--- config.mk ---
export PLATFORM = sky130hd
export DESIGN_NAME = reg_file
export DESIGN_NICKNAME = d
export VERILOG_FILES = /design/src/hdl/reg_file.sv
export VERILOG_INCLUDE_DIRS = /design/src /design/src/hdl
export SDC_FILE = /design/constraint.sdc
export NUM_CORES = 2
export LEC_CHECK = 0
export BUFFER_PORTS_ARGS = -buffer_cell sky130_fd_sc_hd__clkbuf_2
export CORE_MARGIN = 5
export CORE_UTILIZATION = 50
export CTS_CLUSTER_DIAMETER = 120
export DETAILED_ROUTE_END_ITERATION = 10
export PLACE_DENSITY_LB_ADDON = 0.05
export SKIP_LAST_GASP = 1
export SLEW_MARGIN = 20
export SYNTH_ARGS = -nofsm -noshare
export SYNTH_HDL_FRONTEND = slang
export SYNTH_SLANG_ARGS = --single-unit
--- constraint.sdc ---
create_clock -name clk -period 3.1 [get_ports clk]
set_input_delay 0.62 -clock clk [delete_from_list [all_inputs] [get_ports clk]]
set_output_delay 0.62 -clock clk [all_outputs]
set_load 0.005 [all_outputs]
--- src/hdl/core_macros.svh ---
`ifndef CORE_MACROS_SVH
`define CORE_MACROS_SVH

// Data path width
`define XLEN 32

// Integer register file
`define REG_COUNT 32
`define REG_ADDR_W 5

// Data memory geometry in words
`define DMEM_WORDS 256
`define DMEM_AW 8

// Byte address bit where the word index starts
`define DMEM_ADDR_LSB 2

`endif
--- src/hdl/reg_file.sv ---
`timescale 1ns/1ns
`include "core_macros.svh"

module reg_file (
    input  logic                   clk,
    input  logic                   rst,
    input  logic [`REG_ADDR_W-1:0] rs1_addr,
    input  logic [`REG_ADDR_W-1:0] rs2_addr,
    output logic [`XLEN-1:0]       rs1_data,
    output logic [`XLEN-1:0]       rs2_data,
    input  logic                   wr_en,
    input  logic [`REG_ADDR_W-1:0] wr_addr,
    input  logic [`XLEN-1:0]       wr_data
);

    logic [`XLEN-1:0] regs [`REG_COUNT];

    // x0 reads as zero; a same-cycle write is seen by the reader
    function automatic logic [`XLEN-1:0] read_port(input logic [`REG_ADDR_W-1:0] addr);
        if (addr == '0) begin
            return '0;
        end
        if (wr_en && wr_addr == addr) begin
            return wr_data;
        end
        return regs[addr];
    endfunction

    always_ff @(posedge clk) begin
        if (rst) begin
            for (int i = 0; i < `REG_COUNT; i++) begin
                regs[i] <= '0;
            end
        end else if (wr_en && wr_addr != '0) begin
            regs[wr_addr] <= wr_data;
        end
    end

    always_comb begin
        rs1_data = read_port(rs1_addr);
        rs2_data = read_port(rs2_addr);
    end

    // Result stage must never target x0
    a_no_x0_write: assert property (@(posedge clk) disable iff (rst)
        wr_en |-> wr_addr != '0)
        else $error("register file write to x0");

endmodule

### Word-level counts from Yosys, hierarchy flattened

Memories as Yosys holds them, arrays and structs flattened.
Cells that the tools add are included.

| storage, ports and cells | value |
|---|---|
| word-level logic and storage cells | 32 |
| bits in read-only memories | 0 |
| output and inout bits | 64 |
| latch bits | 0 |
| bits in writable memories | 1024 |
| memories | 1 |
| bits in registers | 0 |
| input bits | 50 |

Memories:

| name | words | width | rd ports | clocked after Yosys merged registers in | write ports | line | source |
|---|---|---|---|---|---|---|---|
| regs | 32 | 32 | 2 | 0 | 32 | reg_file.sv:16 | `` logic [`XLEN-1:0] regs [`REG_COUNT]; `` |

| operators by class | value |
|---|---|
| add/sub/neg operators | 0 |
| mux-type cells | 22 |
| shift-type cells | 0 |
| eq/ne operators | 2 |
| div/mod/pow operators | 0 |
| reductions and logical operators | 7 |
| bitwise gates (word level) | 0 |
| $lt $le $gt $ge | 0 |
| multiply operators | 0 |

Operator list:

| operator | number |
|---|---|
| $mux W32 | 9 |
| $reduce_or A32 Y1 | 1 |
| $mux W1 | 12 |
| $eq A5 B5 Y1 | 2 |
| $logic_not A5 Y1 | 2 |
| $mux W5 | 1 |
| $reduce_bool A5 Y1 | 1 |
| $logic_and A1 B1 Y1 | 3 |

### Logic depth before layout (Yosys ltp)

| logic depth | value |
|---|---|
| word-level depth | 7 |
| gate-level depth with buffers | 9 |
| depth with buffers taken out | 5 |

### Least setup slack after synthesis

Ideal clock, no wire load.

| timing | value |
|---|---|
| kind | in2out |
| start | input rs1_addr[0] |
| end | output rs1_data[13] |
| setup slack | 0.268 ns |
| path buffers | 4 |
| stages | 9 |
| arrival | 2.212 ns |
| data required time | 2.480 ns |
| cells stage by stage | buf_2 buf_6 buf_4 buf_2 mux2i_1 o22ai_1 a211oi_1 nand2_1 a32o_1 |

| on the way | value |
|---|---|
| longest elaborated chain between the ends | 6 |
| elaborated cells between the ends (all ways) | 10 |
| those cells by class | eq/ne: 1; mux: 6; reduce/logical: 2; memory: 1 |

Ends and longest elaborated chain:

| item | line | source |
|---|---|---|
| start, declared | reg_file.sv:7 | `` input logic [`REG_ADDR_W-1:0] rs1_addr, `` |
| branches (longest 5 deep; another with $mem_v2 Z32 W32) | - |  |
| $mux W32 * | reg_file.sv:23 | `if (wr_en && wr_addr == addr) begin` |
| end, declared | reg_file.sv:9 | `` output logic [`XLEN-1:0] rs1_data, `` |

Every way passes the cells marked *. The select of a mux whose other input is x is not followed.

### Worst setup path in the final report

| timing | value |
|---|---|
| start | input rs2_addr[0] |
| end | output rs2_data[31] |

| on the way | value |
|---|---|
| longest elaborated chain between the ends | 6 |
| elaborated cells between the ends (all ways) | 10 |
| those cells by class | eq/ne: 1; mux: 6; reduce/logical: 2; memory: 1 |

Ends and longest elaborated chain:

| item | line | source |
|---|---|---|
| start, declared | reg_file.sv:8 | `` input logic [`REG_ADDR_W-1:0] rs2_addr, `` |
| branches (longest 5 deep; another with $mem_v2 Z32 W32) | - |  |
| $mux W32 * | reg_file.sv:23 |  |
| end, declared | reg_file.sv:10 | `` output logic [`XLEN-1:0] rs2_data, `` |

Marks and branches as above.

==> flow_summary.ini <==
[outcome]
outcome = complete, but fails checks
violations = negative setup slack

[floorplan]
die_w_um = 342.8
start_util_pct = 50.19
core_um2 = 110400
die-area_um2 = 117500
die_y_um = 342.8
row_count = 122
io_pins = 114

[grt]
met1_usage_pct = 50.77
grtUsageTotal_pct = 38.55
grt_pass1_wl_um = 314900
grt_overflow = 0
grt_use_met3_pct = 8.826
antenna_found_initial = 30
busiest_layer = met2
grt_pass1_vias = 40433
use_met2_pct = 60.43
grt_max_degree = 46

[yosys]
synth-seq-area-share_pct = 55.52
async_reset_ff_share_pct = 0
synth_cells = 3843
synth_area_um2 = 55390
ys_warn_count = 0
yosysTopAreaCellShare_pct = 55.52
synth_area_leaders = edfxtp_1 (56%), mux4_2 (15%), and2_1 (11%)
synth_cell_types = 57
synth_edf_count = 1024
ys.flop_type = edfxtp_1
yosys.area.top_type = edfxtp_1
synth_area_per_cell_um2 = 14.41
synth_commonest_cells = edfxtp_1 (1024), and2_1 (994), mux4_2 (381), clkbuf_1 (277), mux2i_1 (238)
yosysMostFrequentCell = edfxtp_1
synth_seq_cells = 1024

[timing]
setup_viol = 40
rsz0062_at_grt = yes
max_freq_mhz = 309.9
fin_ws_ps = -127.3
min_period_ps = 3227
drv_slew = 0
tightest_slew_ps = 813.3
slew_headroom_pct = 45.78
finalHoldViolCount = 0
fin_tns_setup_ps = -1821
period_share_pct = 104.1
hold_ws_ps = 270.4

[finish]
final_nets = 4329
drive_gt1_share_pct = 37.89
final_cell_area_um2 = 68750
utilization_pct = 62.29
reg_top3 = regs (1024)
regMostFlops = regs
largest_register_ff_count = 1024
layout-area-overhead-vs-synth_pct = 24.13
fin_cells = 5869

[clock_tree]
cts_buffer_depth = 3
clk_pin_slew_worst_paths_ps = 60
h-tree-depth = 3
cts_tree = done
cts_sinks = 1024
cts_made_buffers = 113
root_buffer = clkbuf_16

[min_path]
min_path_type = input pin to register

[setup_path]
worstSetupStartpointType = input pin
worstPathCellList = buf_16 -> buf_16 -> buf_8 -> mux4_2 -> a22oi_2 -> nand2_2 -> a211o_1 -> clkbuf_8
cp.arrival_ps = 2610
path_common_cell = buf_16
critical_path_cell_count = 8
crit_end = rs2_data[31]
cp_top_family = buffers and inverters
cp_max_fo = 7
end_kind = output port
cp_num_buf_inv = 4
max_stage_delay_ps = 560
criticalPathCategory = input pin to output port
startpoint = rs2_addr[0]
cp.required_ps = 2480
cp_slowest_cell = mux4_2

[drt]
antenna_left = 0
drc = 0
vias = 40501
post_drt_wl_per_cell_um = 39.06
drt-initial-drc-count = 6263
first_pass_iters = 6
drt-total-wl_um = 229200
post_drt_via_cell_ratio = 6.901

[power]
peakVddDrop_mv = 0.4366
power.density_nw_per_um2 = 517.0
p_leak_uw = 0.02488

[place]
port_buffers = 113
dpl_cell_area_um2 = 61170
gp_congestion = 0.9032
dpl.hpwl_um = 142600
dp.cells = 5539

[flow_run]
maxCapViolCount = 0
[metrics by stage]
| stage | worst slack, ps | power (µW) |
|---|---|---|
| after floorplan | 267.6 | 19040 |
| after global placement | -495.5 | 21360 |
| after detailed placement | -442.7 | 21470 |
| after CTS | -100.2 | 35250 |
| after global routing | -152.4 | 36340 |
| final | -127.3 | 35540 |
[final cells by class]
| type | instances | area, µm² |
|---|---|---|
| well taps | 1488 | 1862 |
| repair buffers | 708 | 7836 |
| multi-input cells | 2430 | 24660 |
| fillers | 8245 | 41610 |
| diodes | 8 | 20.02 |
| clock buffers | 147 | 3083 |
| flip-flops and latches | 1024 | 30750 |
| inverters | 2 | 7.507 |
| clock inverters | 62 | 533.0 |
[cell families after synthesis]
kind of cell / after synthesis / share of synthesized area [%]
AO/OA/AOI/OAI: 436 / 5.731
buffers and inverters: 420 / 3.689
other: 1 / 0.006771
AND/OR/NAND/NOR: 1267 / 13.71
XOR/XNOR: 10 / 0.1581
flip-flops: 1024 / 55.52
multiplexers: 685 / 21.19
[repair_timing]
item / CTS / global route
setup buffers: 56 / 44
hold buffers: 0 / 0
resized for setup: 362 / 177
pin swaps: 116 / 90
cloned: 27 / 5
endpoints found under the hold margin: 0 / 0
setup endpoints to repair: 64 / 64
[metal layers]
layer / up-vias / wire length [µm] / share of wire (%)
met5: - / 67 / 0.029
met4: 10 / 13670 / 6.0
met3: 694 / 28570 / 12
met1: 20812 / 81770 / 36
li1: 15688 / - / -
met2: 3297 / 105200 / 46
[worst min path at each step]
| stage | from | cells past startpoint | slack [ps] | to |
|---|---|---|---|---|
| after global placement | wr_data[21] | 2 | 970 | regs[26][21]$_SDFFCE_PN0P_ |
| after detailed placement | wr_data[21] | 2 | 990 | regs[27][21]$_SDFFCE_PN0P_ |
| after CTS | wr_data[21] | 2 | 250 | regs[27][21]$_SDFFCE_PN0P_ |
| after global routing | wr_data[21] | 2 | 300 | regs[24][21]$_SDFFCE_PN0P_ |
| after floorplan | wr_data[31] | 1 | 820 | regs[1][31]$_SDFFCE_PN0P_ |
| final | wr_data[21] | 2 | 270 | regs[27][21]$_SDFFCE_PN0P_ |
[power by group]
group / internal (µW) / switching [µW] / leakage, µW
clock: 7770 / 5680 / 0.00176
combinational: 2540 / 3130 / 0.0134
sequential: 16000 / 415 / 0.00975
total: 26300 / 9230 / 0.0249
[placed cells by master (no fill, tap or decap), drive strengths merged, types with 4 or more instances in the layout]
cell type  instances
a2111oi           24
a21oi             37
mux2              64
bufbuf             8
and2             995
nor2b             25
or3                4
diode              8
a22o              10
bufinv            10
mux4             383
clkbuf           248
mux2i            238
nand3b             6
o2bb2ai            6
o21ai             55
nor3              33
edfxtp          1024
a32o              32
o22ai             57
a22oi             79
conb              32
nor2              74
nand2b             6
and3              18
o221ai            39
a211oi            52
clkinv            48
nand2             53
xnor2              9
a211o             11
or3b               4
inv                4
buf              599
nor4               7
a31oi             25
or2               34
Note: power is estimated with default switching activity, not from simulation.
