### src/hdl/core_macros.svh
`ifndef CORE_MACROS_SVH
`define CORE_MACROS_SVH

// Data path width
`define XLEN 32

// Integer register file
`define REG_COUNT 32
`define REG_ADDR_W 5

// Data memory geometry in words
`define DMEM_WORDS 256
`define DMEM_AW 8

// Byte address bit where the word index starts
`define DMEM_ADDR_LSB 2

`endif
### src/hdl/pipe_pkg.sv
`include "core_macros.svh"

package pipe_pkg;

    typedef enum logic [3:0] {
        ALU_ADD,
        ALU_SUB,
        ALU_SLL,
        ALU_SLT,
        ALU_SLTU,
        ALU_XOR,
        ALU_SRL,
        ALU_SRA,
        ALU_OR,
        ALU_AND,
        ALU_PASS_B
    } alu_op_e;

    // Also gives the access size of stores
    typedef enum logic [2:0] {
        BYTE,
        HALF,
        WORD,
        BYTE_U,
        HALF_U
    } load_size_e;

    // Decode to execute
    typedef struct packed {
        logic                   valid;
        logic [`REG_ADDR_W-1:0] rd;
        logic [`REG_ADDR_W-1:0] rs1;
        logic [`REG_ADDR_W-1:0] rs2;
        logic [`XLEN-1:0]       op_a;
        logic [`XLEN-1:0]       op_b;
        logic [`XLEN-1:0]       imm;
        logic                   use_imm;
        alu_op_e                alu_op;
        logic                   is_load;
        logic                   is_store;
        load_size_e             load_size;
        logic                   writes_rd;
    } ex_rec_t;

    // Execute to result
    typedef struct packed {
        logic                   valid;
        logic [`REG_ADDR_W-1:0] rd;
        logic                   writes_rd;
        logic                   is_load;
        load_size_e             load_size;
        logic [1:0]             byte_off;
        logic [`XLEN-1:0]       alu_value;
    } res_rec_t;

endpackage

### src/hdl/result_stage.sv
`timescale 1ns/1ns
`include "core_macros.svh"

module result_stage
    import pipe_pkg::*;
(
    input  res_rec_t               res_rec,
    input  logic [`XLEN-1:0]       mem_rdata,
    output logic                   wb_en,
    output logic [`REG_ADDR_W-1:0] wb_rd,
    output logic [`XLEN-1:0]       wb_data
);

    logic [7:0]       sel_byte;
    logic [15:0]      sel_half;
    logic [`XLEN-1:0] load_val;

    // Halfwords are aligned, so only bit 1 of the offset matters
    assign sel_byte = mem_rdata[{res_rec.byte_off, 3'b000} +: 8];
    assign sel_half = res_rec.byte_off[1] ? mem_rdata[31:16] : mem_rdata[15:0];

    always_comb begin
        case (res_rec.load_size)
            BYTE:    load_val = {{(`XLEN-8){sel_byte[7]}}, sel_byte};
            HALF:    load_val = {{(`XLEN-16){sel_half[15]}}, sel_half};
            BYTE_U:  load_val = {{(`XLEN-8){1'b0}}, sel_byte};
            HALF_U:  load_val = {{(`XLEN-16){1'b0}}, sel_half};
            default: load_val = mem_rdata;
        endcase
    end

    assign wb_en   = res_rec.valid && res_rec.writes_rd && res_rec.rd != '0;
    assign wb_rd   = res_rec.rd;
    assign wb_data = res_rec.is_load ? load_val : res_rec.alu_value;

    // Halfword and word selects above assume aligned loads
    always_comb begin
        if (res_rec.valid && res_rec.is_load) begin
            a_load_aligned: assert (
                (res_rec.load_size != WORD || res_rec.byte_off == 2'b00)
                && ((res_rec.load_size != HALF && res_rec.load_size != HALF_U)
                    || !res_rec.byte_off[0]))
                else $error("misaligned load in result stage");
        end
    end

endmodule

### config.mk
export PLATFORM = sky130hd
export DESIGN_NAME = result_stage
export DESIGN_NICKNAME = d
export VERILOG_FILES = /design/src/hdl/pipe_pkg.sv /design/src/hdl/result_stage.sv
export VERILOG_INCLUDE_DIRS = /design/src /design/src/hdl
export SDC_FILE = /design/constraint.sdc
export NUM_CORES = 1
export LEC_CHECK = 0
export BUFFER_PORTS_ARGS = -buffer_cell sky130_fd_sc_hd__buf_2
export CORE_UTILIZATION = 39
export DETAILED_ROUTE_END_ITERATION = 10
export PLACE_DENSITY = 0.84
export SYNTH_ARGS = -nofsm -noshare
export SYNTH_HDL_FRONTEND = slang
export SYNTH_SLANG_ARGS = --single-unit
### constraint.sdc
create_clock -name vclk -period 2.8
set_input_delay 0.7 -clock vclk [all_inputs]
set_output_delay 0.7 -clock vclk [all_outputs]
set_load 0.02 [all_outputs]
* Word-level counts from Yosys, hierarchy flattened
Cells that the tools add are included.
W data, S select, Z words.
** Operators by class
- Equal/unequal tests :: 3
- Reduce and logical (&&, ||, !) cells :: 4
- Mux-type cells :: 3
- Shifts and indexed selects :: 1
** Operators by type and width (count)
- $pmux W32 S4 :: 1
- $mux W32 :: 1
- $shiftx A32 B6 Y8 :: 1
- $mux W16 :: 1
- $reduce_bool A5 Y1 :: 1
- $eq A3 B1 Y1 const B :: 1
- $eq A3 B2 Y1 const B :: 1
- $eq A3 B3 Y1 const B :: 1
- $logic_not A3 Y1 :: 1
- $logic_and A1 B1 Y1 :: 2
** Storage, ports and cells
- Output and inout port bits :: 38
- Bits in registers :: 0
- Word-level logic and storage cells :: 11
- Bits of input ports :: 77

* Depth between registers and ports, before layout
Gate-level depths: netlist of run 1.
- Word-level depth :: 3
- Mapped depth :: 6
- Mapped depth without buffers :: 4

* Worst setup path before layout of run 1
No wires, ideal clock.
- Path kind :: input to output
- Start :: in res_rec[34] (netlist name)
- End :: out wb_data[10]
- Setup slack :: -28 ps
- Buffers on the path :: 2
- Data arrival time :: 2128 ps
- Cell stages on the path :: 5
- Required time :: 2100 ps
- Cell sequence :: buf_2 -> mux2i_1 -> buf_2 -> nor2_1 -> a211oi_1
** On the way
- Cells in the longest elaborated chain, start to end :: 3
- Elaborated cells between the ends (all ways) :: 6
- Those cells by class :: eq/ne (3); mux (2); reduce/logical (1)
** RTL lines
- from (decl) :: line result_stage.sv:7 : input res_rec_t res_rec,
- $eq A3 B3 Y1 (tied with other cells) :: line result_stage.sv:23 : case (res_rec.load_size)
- $pmux W32 S4 * :: line result_stage.sv:23
- $mux W32 * :: line result_stage.sv:34 : assign wb_data = res_rec.is_load ? load_val : res_rec.alu_value;
- to (decl) :: line result_stage.sv:11 : output logic [`XLEN-1:0] wb_data
Mark *: on every way between the ends. The rest lies on a longest branch, timed or not.

* Worst setup path after layout of run 1
- Start :: in res_rec[33] (netlist name)
- End :: out wb_data[7]
** On the way
- Cells in the longest elaborated chain, start to end :: 3
- Elaborated cells between the ends (all ways) :: 4
- Those cells by class :: shift (1); mux (3)
** RTL lines (line)
- $shiftx A32 B6 Y8 / $mux W16 (equally long branches) :: result_stage.sv:19, result_stage.sv:20
- $pmux W32 S4 * :: result_stage.sv:23
- $mux W32 * :: result_stage.sv:34
Marks and branches as above.

==> results.toml, run 1 <==
[worst_setup_path]
endpoint = "wb_data[7]"
slowest_stage = "nor4bb_1"
startpoint = "res_rec[33]"
endpoint_kind = "output port"
cpPeakStageDelay_ps = 390
cp_cell_sequence = "buf_8 > buf_6 > buf_4 > nor4bb_1 > nor2_1 > a21oi_1 > o32ai_2 > buf_2"
crit_buf_inv = 4
worstSetupPathDepth = 8
cp_max_fo = 19
critPathArrivalTime_ps = 2160
critPathLaunchType = "primary input"
crit_family = "buffers and inverters"
crit_required_ps = 2100
worstSetupPathType = "primary input to output port"

[synth]
synth_nets = 284
yosys.area.top_type_share_pct = 19.21
ys_seq_area_share_pct = 0
avgSynthCellArea_sq_um = 5.948
synth.distinct_cells = 33
yosysWarnings = 0
synth_area_leaders = "nor2_1 19%, a21oi_1 10%, a211oi_1 9.1%"
syn_area_sq_mm = 0.001231
post-synth-top-area-cell = "nor2_1"
syn_inst = 207

[sta]
finalMaxSlewViolations = 0
slew_headroom_pct = 71.63
final.setup.worst_slack_ps = -61.21
worst_pin_slew_ps = 419.6
fin_crit_ps = 2861
finalHoldViolCount = 0
setup_viol = 9
rsz0062_at_grt = "yes"
fin_tns_setup_ps = -229.5
fmax_ghz = 0.3495
fin_crit_sh_pct = 102.2

[placed_design]
io_buffers = 115
dp_hpwl_um = 3823
gp_congestion = 0.8343

[die]
die_y_um = 58.19
dieArea_sq_mm = 0.003385
design.core.area_sq_mm = 0.003028
initial_core_util_pct = 40.66
rows = 20
io_pins = 115
die_w_um = 58.19

[clocking]
holdBufCountCts = 0

[global_routing]
grt_pass1_wl_um = 7479
grt_start_max_net_pins = 33
grt_antenna_before_repair = 0
grt_pass1_vias = 1645
grt_overflow = 0
track_usage_pct = 27.28

[min_path]
hold_class = "primary input to output port"

[routing]
dr.max_layer_used = "met4"
drt_first_pass_iters = 5
drt_iter0_drc = 92
avgViaCountPerCell = 5.453
met1Wirelength_um = 2186
drc = 0
wl_met2_um = 2533
wl_met3_um = 400
wl_per_cell_um = 14.11
drt-total-wl_um = 5135
final_antenna_net_count = 0
vias = 1985

[final_layout]
seq_cells = 0
area_growth_pct = 70.73
seqCellArea_sq_um = 0
fin_nets = 399
antenna_cells = 0
drive_above_1_share_pct = 53.75
nClkBuffers = 0
post-route-util_pct = 69.42

[run]
cap_violations = 0

[outcome]
violations = "setup timing"
status = "complete, but fails checks"

[pwr]
p_per_area_mw_per_mm2 = 213.2
cellLeakagePower_nw = 0.9924
peakVddDrop_uv = 125.4
==> metrics by stage <==
| step | hold WS (ps) | power (mW) | setup slack (ps) | std cells | area (sq um) |
|---|---|---|---|---|---|
| floorplan | 1513 | 0.2479 | 9.978 | 207 | 1279 |
| global placement | 1635 | 0.3927 | -26.05 | 362 | 1931 |
| detailed placement | 1637 | 0.3994 | -89.58 | 362 | 1931 |
| CTS | 1638 | 0.4134 | -40.38 | 364 | 1981 |
| global route | 1644 | 0.4766 | -90.64 | 364 | 2102 |
| finish | 1638 | 0.4481 | -61.21 | 364 | 2102 |
==> report_power, final <==
part	total [mW]	switching (mW)	internal (mW)
clock	0	0	0
combinational	0.448	0.251	0.197
sequential	0	0	0
total	0.448	0.251	0.197
==> routing by layer <==
layer  GRT usage, %  vias up
met4          3.401        0
met2          47.45      112
met5              0        -
li1               -      965
met3          1.786        2
met1          37.85      906
==> placed cells by master, fill, tap and decap left out, drive strengths merged, types with 2 or more instances in the layout <==
cell type / n
nand2: 16
o21ai: 7
xnor2: 2
o31a: 2
mux4: 2
nor2: 64
mux2: 9
nor3: 9
nor2b: 2
mux2i: 10
buf: 136
a211oi: 15
nand2b: 2
a32o: 7
a21oi: 25
inv: 2
==> cell type report <==
class              count  area, sq um
fillers              264        925.9
multi-input cells    182         1239
repair buffers       136        800.8
well taps             44        55.05
inverters              2        7.507
==> what timing repair did <==
| item | 4_1_cts | 5_1_grt |
|---|---|---|
| resized for setup | 6 | 27 |
| setup buffers | 2 | 0 |
| gates cloned | 0 | 0 |
| pin swaps | 1 | 3 |
| endpoints found under the setup margin | 27 | 32 |
==> Yosys cell counts, drive strengths merged <==
cell type,n
o31a,2
xor2,1
o311a,1
nor4bb,1
clkbuf,8
o311ai,1
a21oi,25
o21ai,7
or3,1
nand3,1
mux4,2
inv,2
buf,15
mux2,9
nand2,16
nor2,64
mux2i,10
o32ai,1
nor2b,2
a211oi,15
a211o,1
or3b,1
nor3,9
nor4b,1
xnor2,2
nand2b,2
a32o,7
==> worst min path at each step <==
stage / slack [ps] / endpoint / startpoint / cells after the start
2_1_floorplan: 1510 / wb_rd[0] / res_rec[39] / 1
3_3_place_gp: 1630 / wb_rd[2] / res_rec[41] / 2
3_5_place_dp: 1640 / wb_rd[3] / res_rec[42] / 2
4_1_cts: 1640 / wb_rd[3] / res_rec[42] / 2
5_1_grt: 1640 / wb_rd[3] / res_rec[42] / 2
6_report: 1640 / wb_rd[1] / res_rec[40] / 2
==> cell families after synthesis <==
family	synth area share [%]
buffers and inverters	11.48
AND/OR/NAND/NOR	34.05
XOR/XNOR	2.135
multiplexers	20.02
AO/OA/AOI/OAI	32.32
(Power assumes the default switching activity.)
==> run 2: changes to the inputs <==
- CAP_MARGIN: unset -> 25
- clock period: 2.8 -> 3.1 ns (I/O delays scaled with it)
==> run 2 against run 1 <==
  * The run now ends clean
  * First-iteration DRC count grew 11%
  * Routed wire length shrank 12%
  * Sequential share of layout area is the same
  * Design area shrank 13%
  * Global-route usage shrank 1.3 points
  * Core utilization shrank 9.2 points
  * Count of clock-buffer cells in the layout is the same
  * Via count shrank 5.6%
==> results.toml, run 2 (synthesized netlist as in run 1, its figures left out) <==
[sta]
final.setup.worst_slack_ps = 55.31
finalMaxSlewViolations = 0
rsz0062_at_grt = "yes"
fin_crit_ps = 3045
slew_headroom_pct = 59.57
worst_pin_slew_ps = 602.1
fin_crit_sh_pct = 98.22
setup_viol = 0
finalHoldViolCount = 0
fmax_ghz = 0.3284

[routing]
drt_first_pass_iters = 4
drt_iter0_drc = 102
vias = 1874
drt-total-wl_um = 4513
wl_per_cell_um = 12.75
drc = 0
final_antenna_net_count = 0
avgViaCountPerCell = 5.294

[worst_setup_path]
slowest_stage = "mux2_2"
cpPeakStageDelay_ps = 490
crit_required_ps = 2320
worstSetupPathType = "primary input to output port"
cp_cell_sequence = "buf_2 > mux2_2 > a211o_1 > a21oi_1 > a211oi_1 > buf_2"
critPathArrivalTime_ps = 2270
critPathLaunchType = "primary input"
path_common_cell = "buf_2"
crit_buf_inv = 2
cp_max_fo = 16
endpoint_kind = "output port"
crit_family = "compound AO/OA/AOI/OAI gates"

[global_routing]
top_usage_layer = "met2"
grt_pass1_vias = 1662
use_met3_pct = 1.563
grt_pass1_wl_um = 7134
grt_start_max_net_pins = 36
track_usage_pct = 25.95
grt_overflow = 0
grt_antenna_before_repair = 0
met1_usage_pct = 35.56
grt_util_met2_pct = 44.33

[final_layout]
nClkBuffers = 0
fin_nets = 389
instances_no_fill = 354
antenna_cells = 0
final_common_cell = "buf_2"
seqCellArea_sq_um = 0
finalInstanceArea_sq_mm = 0.001823
seq_cells = 0
area_growth_pct = 48.07
drive_above_1_share_pct = 45.48
fillCellCount = 325
layout_common_cells = "115 x buf_2, 63 x nor2_1, 25 x a21oi_1"

[placed_design]
dp_hpwl_um = 3679
dp_worst_setup_slack_ps = 71.49
gp_congestion = 0.8303
post-place-cells = 352
placed_cell_area_sq_mm = 0.001808
io_buffers = 115

[outcome]
status = "complete, no violations"

[pwr]
peakVddDrop_uv = 99.78
power.total_mw = 0.3456
p_per_area_mw_per_mm2 = 189.6
cellLeakagePower_nw = 0.8917

[min_path]
hold_class = "primary input to output port"

[die]
initial_core_util_pct = 40.66
die_y_um = 58.19
io_pins = 115
die_w_um = 58.19
dieArea_sq_mm = 0.003385
design.core.area_sq_mm = 0.003028
rows = 20

[clocking]
ctsResizeCount = 0

[run]
cap_violations = 0
## run 2: cell count changes in the layout (fill, tap and decap cells not counted), moves of 2 or more
| cell | before | now |
|---|---|---|
| buf_6 | 2 | 0 |
| a21oi_1 | 17 | 25 |
| a21oi_4 | 5 | 0 |
| mux2_4 | 2 | 0 |
| mux2_2 | 7 | 9 |
| a211oi_1 | 7 | 15 |
| buf_2 | 104 | 115 |
| buf_4 | 27 | 10 |
| a21oi_2 | 3 | 0 |
| a211oi_2 | 8 | 0 |
## run 2: stage by stage
| step | hold WS (ps) | TNS (ps) | utilization, % |
|---|---|---|---|
| 2_1_floorplan | 1663 | 0 | - |
| 3_3_place_gp | 1780 | 0 | 59.71 |
| 3_5_place_dp | 1781 | 0 | 59.71 |
| 4_1_cts | 1781 | 0 | 59.71 |
| 5_1_grt | 1792 | -179.5 | 60.21 |
| 6_report | 1779 | 0 | 60.21 |
## run 2: final cells by class
cell class | instances | area, sq um | area share (%)
multi-input combinational | 182 | 1090 | 59.78
tap | 44 | 55.05 | 3.020
inverter | 2 | 7.507 | 0.4118
timing repair buffer | 126 | 670.6 | 36.79
## run 2: power breakdown
part	internal (mW)	switching [mW]	leakage, nW	total (mW)
clock	0	0	0	0
combinational	0.144	0.201	0.892	0.346
sequential	0	0	0	0
total	0.144	0.201	0.892	0.346
## run 2: what timing repair did
action                     in CTS  in global routing
buffers inserted                0                  2
hold buffers                    0                  0
setup endpoints to repair       0                 15
## run 2: metal layers
layer | part of all wire (%) | vias up
li1 | - | 953
met1 | 44 | 809
met2 | 47 | 108
met3 | 9.1 | 4
met4 | 0.58 | 0
met5 | 0 | -
## run 2: worst paths after layout
kind / to / start / slack, ps / cells after the start
setup / recovery: wb_data[15] / res_rec[34] / 60 / 6
hold / removal: wb_rd[0] / res_rec[39] / 1780 / 2
