===== config.mk =====
export PLATFORM = sky130hd
export DESIGN_NAME = decode_stage
export DESIGN_NICKNAME = d
export VERILOG_FILES = /design/src/hdl/pipe_pkg.sv /design/src/hdl/isa_pkg.sv /design/src/hdl/decode_stage.sv
export VERILOG_INCLUDE_DIRS = /design/src /design/src/hdl
export SDC_FILE = /design/constraint.sdc
export NUM_CORES = 1
export LEC_CHECK = 0
export ABC_CLOCK_PERIOD_IN_PS = 2500
export CORE_ASPECT_RATIO = 0.8
export CORE_MARGIN = 10
export CORE_UTILIZATION = 64
export CTS_CLUSTER_DIAMETER = 40
export CTS_CLUSTER_SIZE = 20
export DETAILED_ROUTE_END_ITERATION = 10
export DONT_BUFFER_PORTS = 1
export HOLD_SLACK_MARGIN = 0.12
export PLACE_DENSITY = 0.77
export RECOVER_POWER = 50
export SYNTH_ARGS = -nofsm -noshare
export SYNTH_HDL_FRONTEND = slang
export SYNTH_SLANG_ARGS = --single-unit

===== constraint.sdc =====
create_clock -name clk -period 2.5 [get_ports clk]
set_input_delay 0.75 -clock clk [delete_from_list [all_inputs] [get_ports clk]]
set_output_delay 0.75 -clock clk [all_outputs]
set_load 0.03 [all_outputs]

===== src/hdl/core_macros.svh =====
`ifndef CORE_MACROS_SVH
`define CORE_MACROS_SVH

// Data path width
`define XLEN 32

// Integer register file
`define REG_COUNT 32
`define REG_ADDR_W 5

// Data memory geometry in words
`define DMEM_WORDS 256
`define DMEM_AW 8

// Byte address bit where the word index starts
`define DMEM_ADDR_LSB 2

`endif

===== src/hdl/pipe_pkg.sv =====
`include "core_macros.svh"

package pipe_pkg;

    typedef enum logic [3:0] {
        ALU_ADD,
        ALU_SUB,
        ALU_SLL,
        ALU_SLT,
        ALU_SLTU,
        ALU_XOR,
        ALU_SRL,
        ALU_SRA,
        ALU_OR,
        ALU_AND,
        ALU_PASS_B
    } alu_op_e;

    // Also gives the access size of stores
    typedef enum logic [2:0] {
        BYTE,
        HALF,
        WORD,
        BYTE_U,
        HALF_U
    } load_size_e;

    // Decode to execute
    typedef struct packed {
        logic                   valid;
        logic [`REG_ADDR_W-1:0] rd;
        logic [`REG_ADDR_W-1:0] rs1;
        logic [`REG_ADDR_W-1:0] rs2;
        logic [`XLEN-1:0]       op_a;
        logic [`XLEN-1:0]       op_b;
        logic [`XLEN-1:0]       imm;
        logic                   use_imm;
        alu_op_e                alu_op;
        logic                   is_load;
        logic                   is_store;
        load_size_e             load_size;
        logic                   writes_rd;
    } ex_rec_t;

    // Execute to result
    typedef struct packed {
        logic                   valid;
        logic [`REG_ADDR_W-1:0] rd;
        logic                   writes_rd;
        logic                   is_load;
        load_size_e             load_size;
        logic [1:0]             byte_off;
        logic [`XLEN-1:0]       alu_value;
    } res_rec_t;

endpackage


===== src/hdl/isa_pkg.sv =====
package isa_pkg;

    // Register-register format, also used for the rs1/rs2/rd fields
    typedef struct packed {
        logic [6:0] funct7;
        logic [4:0] rs2;
        logic [4:0] rs1;
        logic [2:0] funct3;
        logic [4:0] rd;
        logic [6:0] opcode;
    } r_fmt_t;

    typedef struct packed {
        logic [11:0] imm12;
        logic [4:0]  rs1;
        logic [2:0]  funct3;
        logic [4:0]  rd;
        logic [6:0]  opcode;
    } i_fmt_t;

    typedef struct packed {
        logic [6:0] imm_hi;
        logic [4:0] rs2;
        logic [4:0] rs1;
        logic [2:0] funct3;
        logic [4:0] imm_lo;
        logic [6:0] opcode;
    } s_fmt_t;

    typedef struct packed {
        logic [19:0] imm20;
        logic [4:0]  rd;
        logic [6:0]  opcode;
    } u_fmt_t;

    // One instruction word, four views
    typedef union packed {
        r_fmt_t r_fmt;
        i_fmt_t i_fmt;
        s_fmt_t s_fmt;
        u_fmt_t u_fmt;
    } instr_u;

    typedef enum logic [6:0] {
        OPC_OP     = 7'b0110011,
        OPC_OP_IMM = 7'b0010011,
        OPC_LUI    = 7'b0110111,
        OPC_LOAD   = 7'b0000011,
        OPC_STORE  = 7'b0100011
    } opcode_e;

    typedef enum logic [2:0] {
        F3_ADD_SUB = 3'b000,
        F3_SLL     = 3'b001,
        F3_SLT     = 3'b010,
        F3_SLTU    = 3'b011,
        F3_XOR     = 3'b100,
        F3_SRL_SRA = 3'b101,
        F3_OR      = 3'b110,
        F3_AND     = 3'b111
    } funct3_e;

    typedef enum logic [2:0] {
        MEM_B  = 3'b000,
        MEM_H  = 3'b001,
        MEM_W  = 3'b010,
        MEM_BU = 3'b100,
        MEM_HU = 3'b101
    } mem_funct3_e;

endpackage


===== src/hdl/decode_stage.sv =====
`timescale 1ns/1ns
`include "core_macros.svh"

module decode_stage
    import isa_pkg::*;
    import pipe_pkg::*;
(
    input  logic                   clk,
    input  logic                   rst,
    input  logic                   instr_valid,
    input  logic [`XLEN-1:0]       instr,
    output logic [`REG_ADDR_W-1:0] rs1_addr,
    output logic [`REG_ADDR_W-1:0] rs2_addr,
    input  logic [`XLEN-1:0]       rs1_data,
    input  logic [`XLEN-1:0]       rs2_data,
    output ex_rec_t                ex_rec,
    output logic                   illegal_instr
);

    instr_u           iw;
    ex_rec_t          nxt;
    logic             legal;
    logic [`XLEN-1:0] imm_i;
    logic [`XLEN-1:0] imm_s;
    logic [`XLEN-1:0] imm_u;

    // alt selects SUB or SRA
    function automatic alu_op_e arith_op(input logic [2:0] f3, input logic alt);
        case (f3)
            F3_ADD_SUB: return alt ? ALU_SUB : ALU_ADD;
            F3_SLL:     return ALU_SLL;
            F3_SLT:     return ALU_SLT;
            F3_SLTU:    return ALU_SLTU;
            F3_XOR:     return ALU_XOR;
            F3_SRL_SRA: return alt ? ALU_SRA : ALU_SRL;
            F3_OR:      return ALU_OR;
            default:    return ALU_AND;
        endcase
    endfunction

    assign iw       = instr;
    assign rs1_addr = iw.r_fmt.rs1;
    assign rs2_addr = iw.r_fmt.rs2;

    assign imm_i = {{(`XLEN-12){iw.i_fmt.imm12[11]}}, iw.i_fmt.imm12};
    assign imm_s = {{(`XLEN-12){iw.s_fmt.imm_hi[6]}}, iw.s_fmt.imm_hi, iw.s_fmt.imm_lo};
    assign imm_u = {iw.u_fmt.imm20, 12'b0};

    always_comb begin
        nxt       = '0;
        legal     = 1'b1;
        nxt.rd    = iw.r_fmt.rd;
        nxt.rs1   = iw.r_fmt.rs1;
        nxt.rs2   = iw.r_fmt.rs2;
        nxt.op_a  = rs1_data;
        nxt.op_b  = rs2_data;
        case (iw.r_fmt.opcode)
            OPC_OP: begin
                nxt.writes_rd = 1'b1;
                nxt.alu_op    = arith_op(iw.r_fmt.funct3, iw.r_fmt.funct7[5]);
            end
            OPC_OP_IMM: begin
                nxt.writes_rd = 1'b1;
                nxt.use_imm   = 1'b1;
                nxt.imm       = imm_i;
                // Only shifts borrow imm bit 10 as the arithmetic flag
                nxt.alu_op    = arith_op(iw.i_fmt.funct3,
                    iw.i_fmt.funct3 == F3_SRL_SRA && iw.r_fmt.funct7[5]);
            end
            OPC_LUI: begin
                nxt.writes_rd = 1'b1;
                nxt.use_imm   = 1'b1;
                nxt.imm       = imm_u;
                nxt.alu_op    = ALU_PASS_B;
            end
            OPC_LOAD: begin
                nxt.writes_rd = 1'b1;
                nxt.is_load   = 1'b1;
                nxt.use_imm   = 1'b1;
                nxt.imm       = imm_i;
                nxt.alu_op    = ALU_ADD;
                case (iw.i_fmt.funct3)
                    MEM_B:   nxt.load_size = BYTE;
                    MEM_H:   nxt.load_size = HALF;
                    MEM_W:   nxt.load_size = WORD;
                    MEM_BU:  nxt.load_size = BYTE_U;
                    MEM_HU:  nxt.load_size = HALF_U;
                    default: legal = 1'b0;
                endcase
            end
            OPC_STORE: begin
                nxt.is_store = 1'b1;
                nxt.use_imm  = 1'b1;
                nxt.imm      = imm_s;
                nxt.alu_op   = ALU_ADD;
                case (iw.s_fmt.funct3)
                    MEM_B:   nxt.load_size = BYTE;
                    MEM_H:   nxt.load_size = HALF;
                    MEM_W:   nxt.load_size = WORD;
                    default: legal = 1'b0;
                endcase
            end
            default: legal = 1'b0;
        endcase
        nxt.valid = instr_valid && legal;
    end

    always_ff @(posedge clk) begin
        ex_rec        <= nxt;
        illegal_instr <= instr_valid && !legal;
        if (rst) begin
            ex_rec.valid  <= 1'b0;
            illegal_instr <= 1'b0;
        end
    end

endmodule


-- Yosys cells after proc, flatten, opt, wreduce, memory -nomap -nowiden
Index checks and enable logic that the tools add are counted.
- equal/unequal tests: 11
- muxes and demuxes: 17
- reductions and logical operators: 10
- operators by type and width (operator ; count):
    $pmux 33 s3 ; 1
    $pmux 4 s7 ; 2
    $eq 7x6->1 const B ; 3
    $pmux 3 s4 ; 1
    $pmux 4 s3 ; 1
    $eq 3x3->1 const B ; 3
    $mux 1 ; 9
    $eq 7x2->1 const B ; 1
    $eq 7x5->1 const B ; 1
    $eq 3x2->1 const B ; 2
    $pmux 3 s2 ; 1
    $reduce_or 3->1 ; 2
    $reduce_or 5->1 ; 1
    $pmux 2 s2 ; 1
    $reduce_or 4->1 ; 1
    $eq 3x1->1 const B ; 1
    $logic_and 1x1->1 ; 3
    $logic_not 3->1 ; 1
    $pmux 1 s3 ; 1
    $reduce_or 2->1 ; 1
    $logic_not 1->1 ; 1
- bits in registers: 124
- bits of input ports: 99
- output and inout bits: 134
- word-level logic and storage cells: 52

-- Logic depth before layout (Yosys ltp)
Gate-level depths: netlist (run 1).
- word-level depth: 6
- depth in mapped cells: 5
- depth with buffers taken out: 3

-- Least setup slack after synthesis (run 1)
OpenSTA, ideal clock, no wires.
- path type: input -> register
- start: input port instr[3]
- end: register ex_rec[3] (netlist name)
- setup time: 0.087 ns
- arrival time: 1.624 ns
- data required time: 2.413 ns
- slack: 0.789 ns
- stages on the path: 5
- cells stage by stage: nand4bb_1 > buf_2 > or2_1 > buf_6 > nor4_4
- RTL lines (what ; line ; RTL):
    start, declared ; decode_stage.sv:11 ; input logic [`XLEN-1:0] instr,
    end signal, assigned ; decode_stage.sv:109 ; ex_rec <= nxt;
    end, declared ; decode_stage.sv:16 ; output ex_rec_t ex_rec,

==> flow_summary.json, run 1 <==
{
  "holdBufCountCts": 0,
  "synth_cell_types": 31,
  "detail_route.wl_per_cell_um": 29.3,
  "drc": 0,
  "syn-num-nets": 352,
  "critPathMaxStageDelay_ns": 0.49,
  "synth-seq-cells": 124,
  "irDropWorstVdd_mv": 1.23,
  "status": "complete, no violations",
  "leakagePower_nw": 1.47,
  "grt.overflow.total": 0,
  "path_depth": 4,
  "final_cell_mix": "dfxtp_1 (124), a21oi_1 (26), nand2_1 (25)",
  "synth_warnings": 0,
  "core_area_mm2": 0.00495,
  "layout_commonest_cell": "dfxtp_1",
  "internal-power_mw": 3.55,
  "synth_seq_area_share_pct": 76.8,
  "slew_violations": 0,
  "final_util_pct": 75.5,
  "relSlewSlack_pct": 31.6,
  "switching_share_pct": 23.4,
  "root_buffer": "clkbuf_8",
  "avgSynthCellArea_um2": 12.8,
  "setup_viol": 0,
  "rows": 23,
  "fp.dieArea_mm2": 0.00831,
  "layout_min_cycle_time_ns": 1.80,
  "die_h_um": 83.6,
  "synth_area_mm2": 0.00323,
  "viasPerCell": 5.54,
  "worstSetupStartpoint": "instr[3]",
  "final_area_mm2": 0.00374,
  "crit_required_ns": 2.89,
  "switchingPower_mw": 1.08,
  "power_frac_comb_pct": 1.1,
  "met3_usage_pct": 14.3,
  "cp-end-kind": "flip-flop",
  "cts_setup_buffers": 0,
  "finalPower_mw": 4.64,
  "drive_gt1_share_pct": 14.4,
  "port_buffers": 0,
  "drt_first_iter_violations": 68,
  "grt_first_pass_wirelength_um": 13500,
  "clkPwrFrac_pct": 50.4,
  "cts_buffer_depth": 2,
  "cts_made_buffers": 17,
  "setup_ws_ns": 0.696,
  "p_seq_share_pct": 48.5,
  "p_per_area_mw_per_mm2": 1240,
  "syn_inst": 253,
  "die_w_um": 99.5,
  "critPathLaunchType": "primary input",
  "ant_nets": 0,
  "drt-total-wl_um": 9550,
  "finalHoldWorstSlack_ns": 0.273,
  "hp-class": "in -> reg",
  "use_met1_pct": 22.3,
  "gp_congestion": 0.801,
  "antenna_found_initial": 0,
  "vias": 1806,
  "grt_max_degree": 25,
  "critPathTopFamily": "simple AND/OR/NAND/NOR gates",
  "placed_cells": 294,
  "post_dp_cell_area_mm2": 0.00318,
  "fin_nets": 350,
  "grt.busiest_layer": "met2",
  "rsz0062_at_grt": "false",
  "drt_pass1_iterations": 4,
  "path_max_fanout": 24,
  "areaGrowthSynthToFinish_pct": 15.6,
  "max_slew.worst_pin.slew_ns": 1.03,
  "cp_num_buf_inv": 1,
  "final_cells": 326,
  "crit_arrival_ns": 2.19,
  "maxCapViolCount": 0,
  "max_freq_mhz": 554,
  "hold_violations": 0,
  "gr-usage-all-layers_pct": 22.3,
  "fin_crit_sh_pct": 72.1,
  "cts.htree.levels": 4,
  "clk_pin_slew_ns": 0.06,
  "slowest_stage": "or2_2",
  "crit_type": "in -> reg",
  "ios": 233,
  "place_hpwl_um": 7150,
  "cts_tree": "built",
  "cp-endpoint": "ex_rec[6]",
  "post-place-ws_ns": 0.607,
  "fin_setup_tns_ns": 0,
  "diodes": 0,
  "clock_sinks": 124,
  "use_met2_pct": 37.4,
  "initial_core_util_pct": 65.3,
  "grt_pass1_vias": 1926,
  "cts_resized": 0,
  "cp_cell_sequence": "nand4bb_1 -> clkbuf_1 -> or2_2 -> nor4b_1"
}
[state kept, by name, indices dropped and copies added (netlist names)]
register / cells
ex_rec: 123
illegal_instr: 1
[metal layers]
layer | part of all wire [%] | up-vias | wire (µm)
li1 | - | 810 | -
met1 | 36 | 866 | 3450
met2 | 52 | 126 | 4990
met3 | 11 | 4 | 1060
met4 | 0.50 | 0 | 48
met5 | 0 | - | 0
[synthesized netlist by cell type, drive strengths merged]
master | instances | area share (%)
or2 | 3 | 0.58
and3 | 1 | 0.19
nor3b | 2 | 0.46
a211oi | 1 | 0.23
mux2 | 2 | 0.70
dfxtp | 124 | 77
nand3b | 2 | 0.46
a21oi | 26 | 4.0
inv | 2 | 0.23
and3b | 1 | 0.27
clkbuf | 6 | 0.70
nor2b | 7 | 1.4
o21ai | 4 | 0.62
a211o | 1 | 0.27
o311a | 1 | 0.31
a21boi | 1 | 0.23
buf | 17 | 3.7
nor3 | 4 | 0.62
and2 | 8 | 1.5
nand2b | 3 | 0.58
nand2 | 25 | 2.9
nor4b | 1 | 0.46
nor2 | 5 | 0.58
nand4bb | 1 | 0.35
nor4 | 4 | 1.6
and2b | 1 | 0.23
[worst min path at each step]
stage | startpoint | endpoint | slack [ns] | depth (start not counted)
2_1_floorplan | rs1_data[25] | ex_rec[100] | 0.78 | 0
3_3_place_gp | rs2_data[2] | ex_rec[45] | 0.78 | 0
3_5_place_dp | rs2_data[10] | ex_rec[53] | 0.78 | 0
4_1_cts | rs1_data[21] | ex_rec[96] | 0.25 | 0
5_1_grt | rs2_data[23] | ex_rec[66] | 0.23 | 0
6_report | rs2_data[16] | ex_rec[59] | 0.27 | 0
[power groups by stage]
stage / logic (mW) / clock network [mW] / registers, mW
3_5_place_dp: 0.0540 / 0 / 2.29
4_1_cts: 0.0547 / 2.37 / 2.25
5_1_grt: 0.0593 / 2.47 / 2.25
2_1_floorplan: 0.0884 / 0 / 2.27
6_report: 0.0529 / 2.34 / 2.25
3_3_place_gp: 0.0523 / 0 / 2.29
[cell type report]
cell class | count | area [µm²]
inverter | 2 | 7.51
multi-input combinational | 104 | 581
clock inverter | 13 | 140
tap | 62 | 77.6
timing repair buffer | 2 | 7.51
fill | 314 | 1210
sequential | 124 | 2480
clock buffer | 19 | 442
[cells by family (layout without fill, tap and decap cells)]
logic type	after synthesis	count (layout)	share of synthesized area (%)
flops	124	124	76.8
compound gates	34	34	5.69
buf+inv	25	36	4.61
simple gates	68	68	12.2
mux	2	2	0.697
Power figures use the tool's default switching activity.
==> inputs of run 2 (changes only) <==
ABC_CLOCK_PERIOD_IN_PS = 1700   (was 2500)
CORE_UTILIZATION = 59   (was 64)
PLACE_DENSITY = 0.72   (was 0.77)
clock period = 1.7 ns   (was 2.5 ns; I/O delays follow)
==> flow_summary.json, run 2 (same netlist as run 1, synthesis figures left out) <==
{
  "ant_nets": 0,
  "root_buffer": "clkbuf_8",
  "gp_congestion": 0.697,
  "die_w_um": 103,
  "irDropWorstVdd_mv": 0.823,
  "setup_viol": 0,
  "drt-total-wl_um": 12200,
  "critPathLaunchType": "primary input",
  "hold_violations": 0,
  "grt.overflow.total": 0,
  "cts_tree": "built",
  "ios": 233,
  "fin_nets": 441,
  "largest_reg_flops": 123,
  "path_max_fanout": 8,
  "post-place-ws_ns": 0.157,
  "port_buffers": 0,
  "relSlewSlack_pct": 48.4,
  "viasPerCell": 5.32,
  "rows": 24,
  "grt_first_pass_wirelength_um": 17100,
  "die_h_um": 86.2,
  "final_cell_mix": "dfxtp_1 (124), dlygate4sd3_1 (87), a21oi_1 (26)",
  "grt_max_degree": 18,
  "regMostFlops": "ex_rec",
  "critPathMaxStageDelay_ns": 0.65,
  "largestRegisters": "ex_rec x123, illegal_instr x1",
  "post_dp_cell_area_mm2": 0.00322,
  "cp_num_buf_inv": 2,
  "drt_first_iter_violations": 116,
  "fin_setup_tns_ns": 0,
  "core_area_mm2": 0.00538,
  "detail_route.wl_per_cell_um": 29.0,
  "hold_start": "instr_valid",
  "path_common_cell": "dlygate4sd3_1",
  "drt_pass1_iterations": 4,
  "leakagePower_nw": 1.88,
  "grt_pass1_vias": 2544,
  "max_freq_mhz": 617,
  "crit_required_ns": 2.14,
  "cts.htree.levels": 4,
  "drc": 0,
  "cp-end-kind": "flip-flop",
  "rsz0062_at_grt": "false",
  "final_area_mm2": 0.00466,
  "antenna_found_initial": 1,
  "cts_buffer_depth": 2,
  "layout_min_cycle_time_ns": 1.62,
  "clk_pin_slew_ns": 0.06,
  "cp_cell_sequence": "dlygate4sd3_1 -> nor4_2 -> dlygate4sd3_1",
  "max_slew.worst_pin.slew_ns": 0.774,
  "fin_crit_sh_pct": 95.4,
  "setup_ws_ns": 0.0787,
  "areaGrowthSynthToFinish_pct": 44.2,
  "cts_made_buffers": 17,
  "placed_cells": 301,
  "cts_resized": 0,
  "status": "complete, no violations",
  "p_per_area_mw_per_mm2": 1540,
  "place_hpwl_um": 6990,
  "crit_arrival_ns": 2.06,
  "hold_end": "ex_rec[122]",
  "crit_type": "in -> reg",
  "slowest_stage": "dlygate4sd3_1",
  "gr-usage-all-layers_pct": 27.0,
  "critPathTopFamily": "buffers and inverters",
  "vias": 2241,
  "fp.dieArea_mm2": 0.00886,
  "final_cells": 421,
  "maxCapViolCount": 0,
  "clock_sinks": 124,
  "drive_gt1_share_pct": 11.0,
  "final_util_pct": 86.7,
  "layout_commonest_cell": "dfxtp_1",
  "whs_path_depth": 2,
  "hp-class": "in -> reg",
  "slew_violations": 0,
  "initial_core_util_pct": 60.1
}
[run 2: changes by cell type in the layout (fill, tap and decap cells not counted), sizes merged, moves of 2 or more]
cell         previous run  this run
dlygate4sd3             0        87
clkinv                  4         8
clkinvlp                4         0
buf                     0         2
clkbuf                 21        23
[run 2: where the power goes]
part / switching (mW) / internal [mW] / leakage (nW)
registers: 0.291 / 3.02 / 1.03
clock network: 1.34 / 2.29 / 0.297
logic: 0.0911 / 0.168 / 0.554
[run 2: how the worst max path moves through the flow]
| stage | cells past startpoint | start | slack [ns] | to |
|---|---|---|---|---|
| 6_report | 3 | instr[4] | 0.08 | ex_rec[1] |
| 2_1_floorplan | 5 | instr[3] | 0.23 | ex_rec[3] |
| 3_3_place_gp | 5 | instr[3] | 0.19 | ex_rec[19] |
| 4_1_cts | 0 | ex_rec[21] | 0.13 | ex_rec[21] |
| 5_1_grt | 3 | instr[4] | 0.09 | ex_rec[1] |
| 3_5_place_dp | 3 | instr[3] | 0.16 | ex_rec[3] |
[run 2: per-layer routing]
layer  vias up  global-route usage (%)  part of all wire, %
met1      1058                    24.4                   31
met2       164                    48.3                   53
met5         -                       0                    0
li1        997                       -                    -
met3        22                    15.8                   13
met4         0                    11.0                  2.8
[run 2: final cells by class]
class,instances,area [µm²]
antenna,1,2.50
clock buffer,19,432
clock inverter,13,166
fill,247,713
inverter,2,7.51
multi-input combinational,104,589
sequential,124,2480
tap,65,81.3
timing repair buffer,93,901
[run 2: through the flow]
step           total power, mW  hold WS [ns]
2_1_floorplan             3.47         0.538
3_3_place_gp              3.45         0.538
3_5_place_dp              3.45         0.538
4_1_cts                   7.14         0.120
5_1_grt                   7.37         0.121
6_report                  7.19         0.136
[run 2: what timing repair did]
action	in CTS	in global routing
setup buffers	0	0
hold buffers	86	1
hold endpoints to repair	88	1
endpoints found under the setup margin	0	0
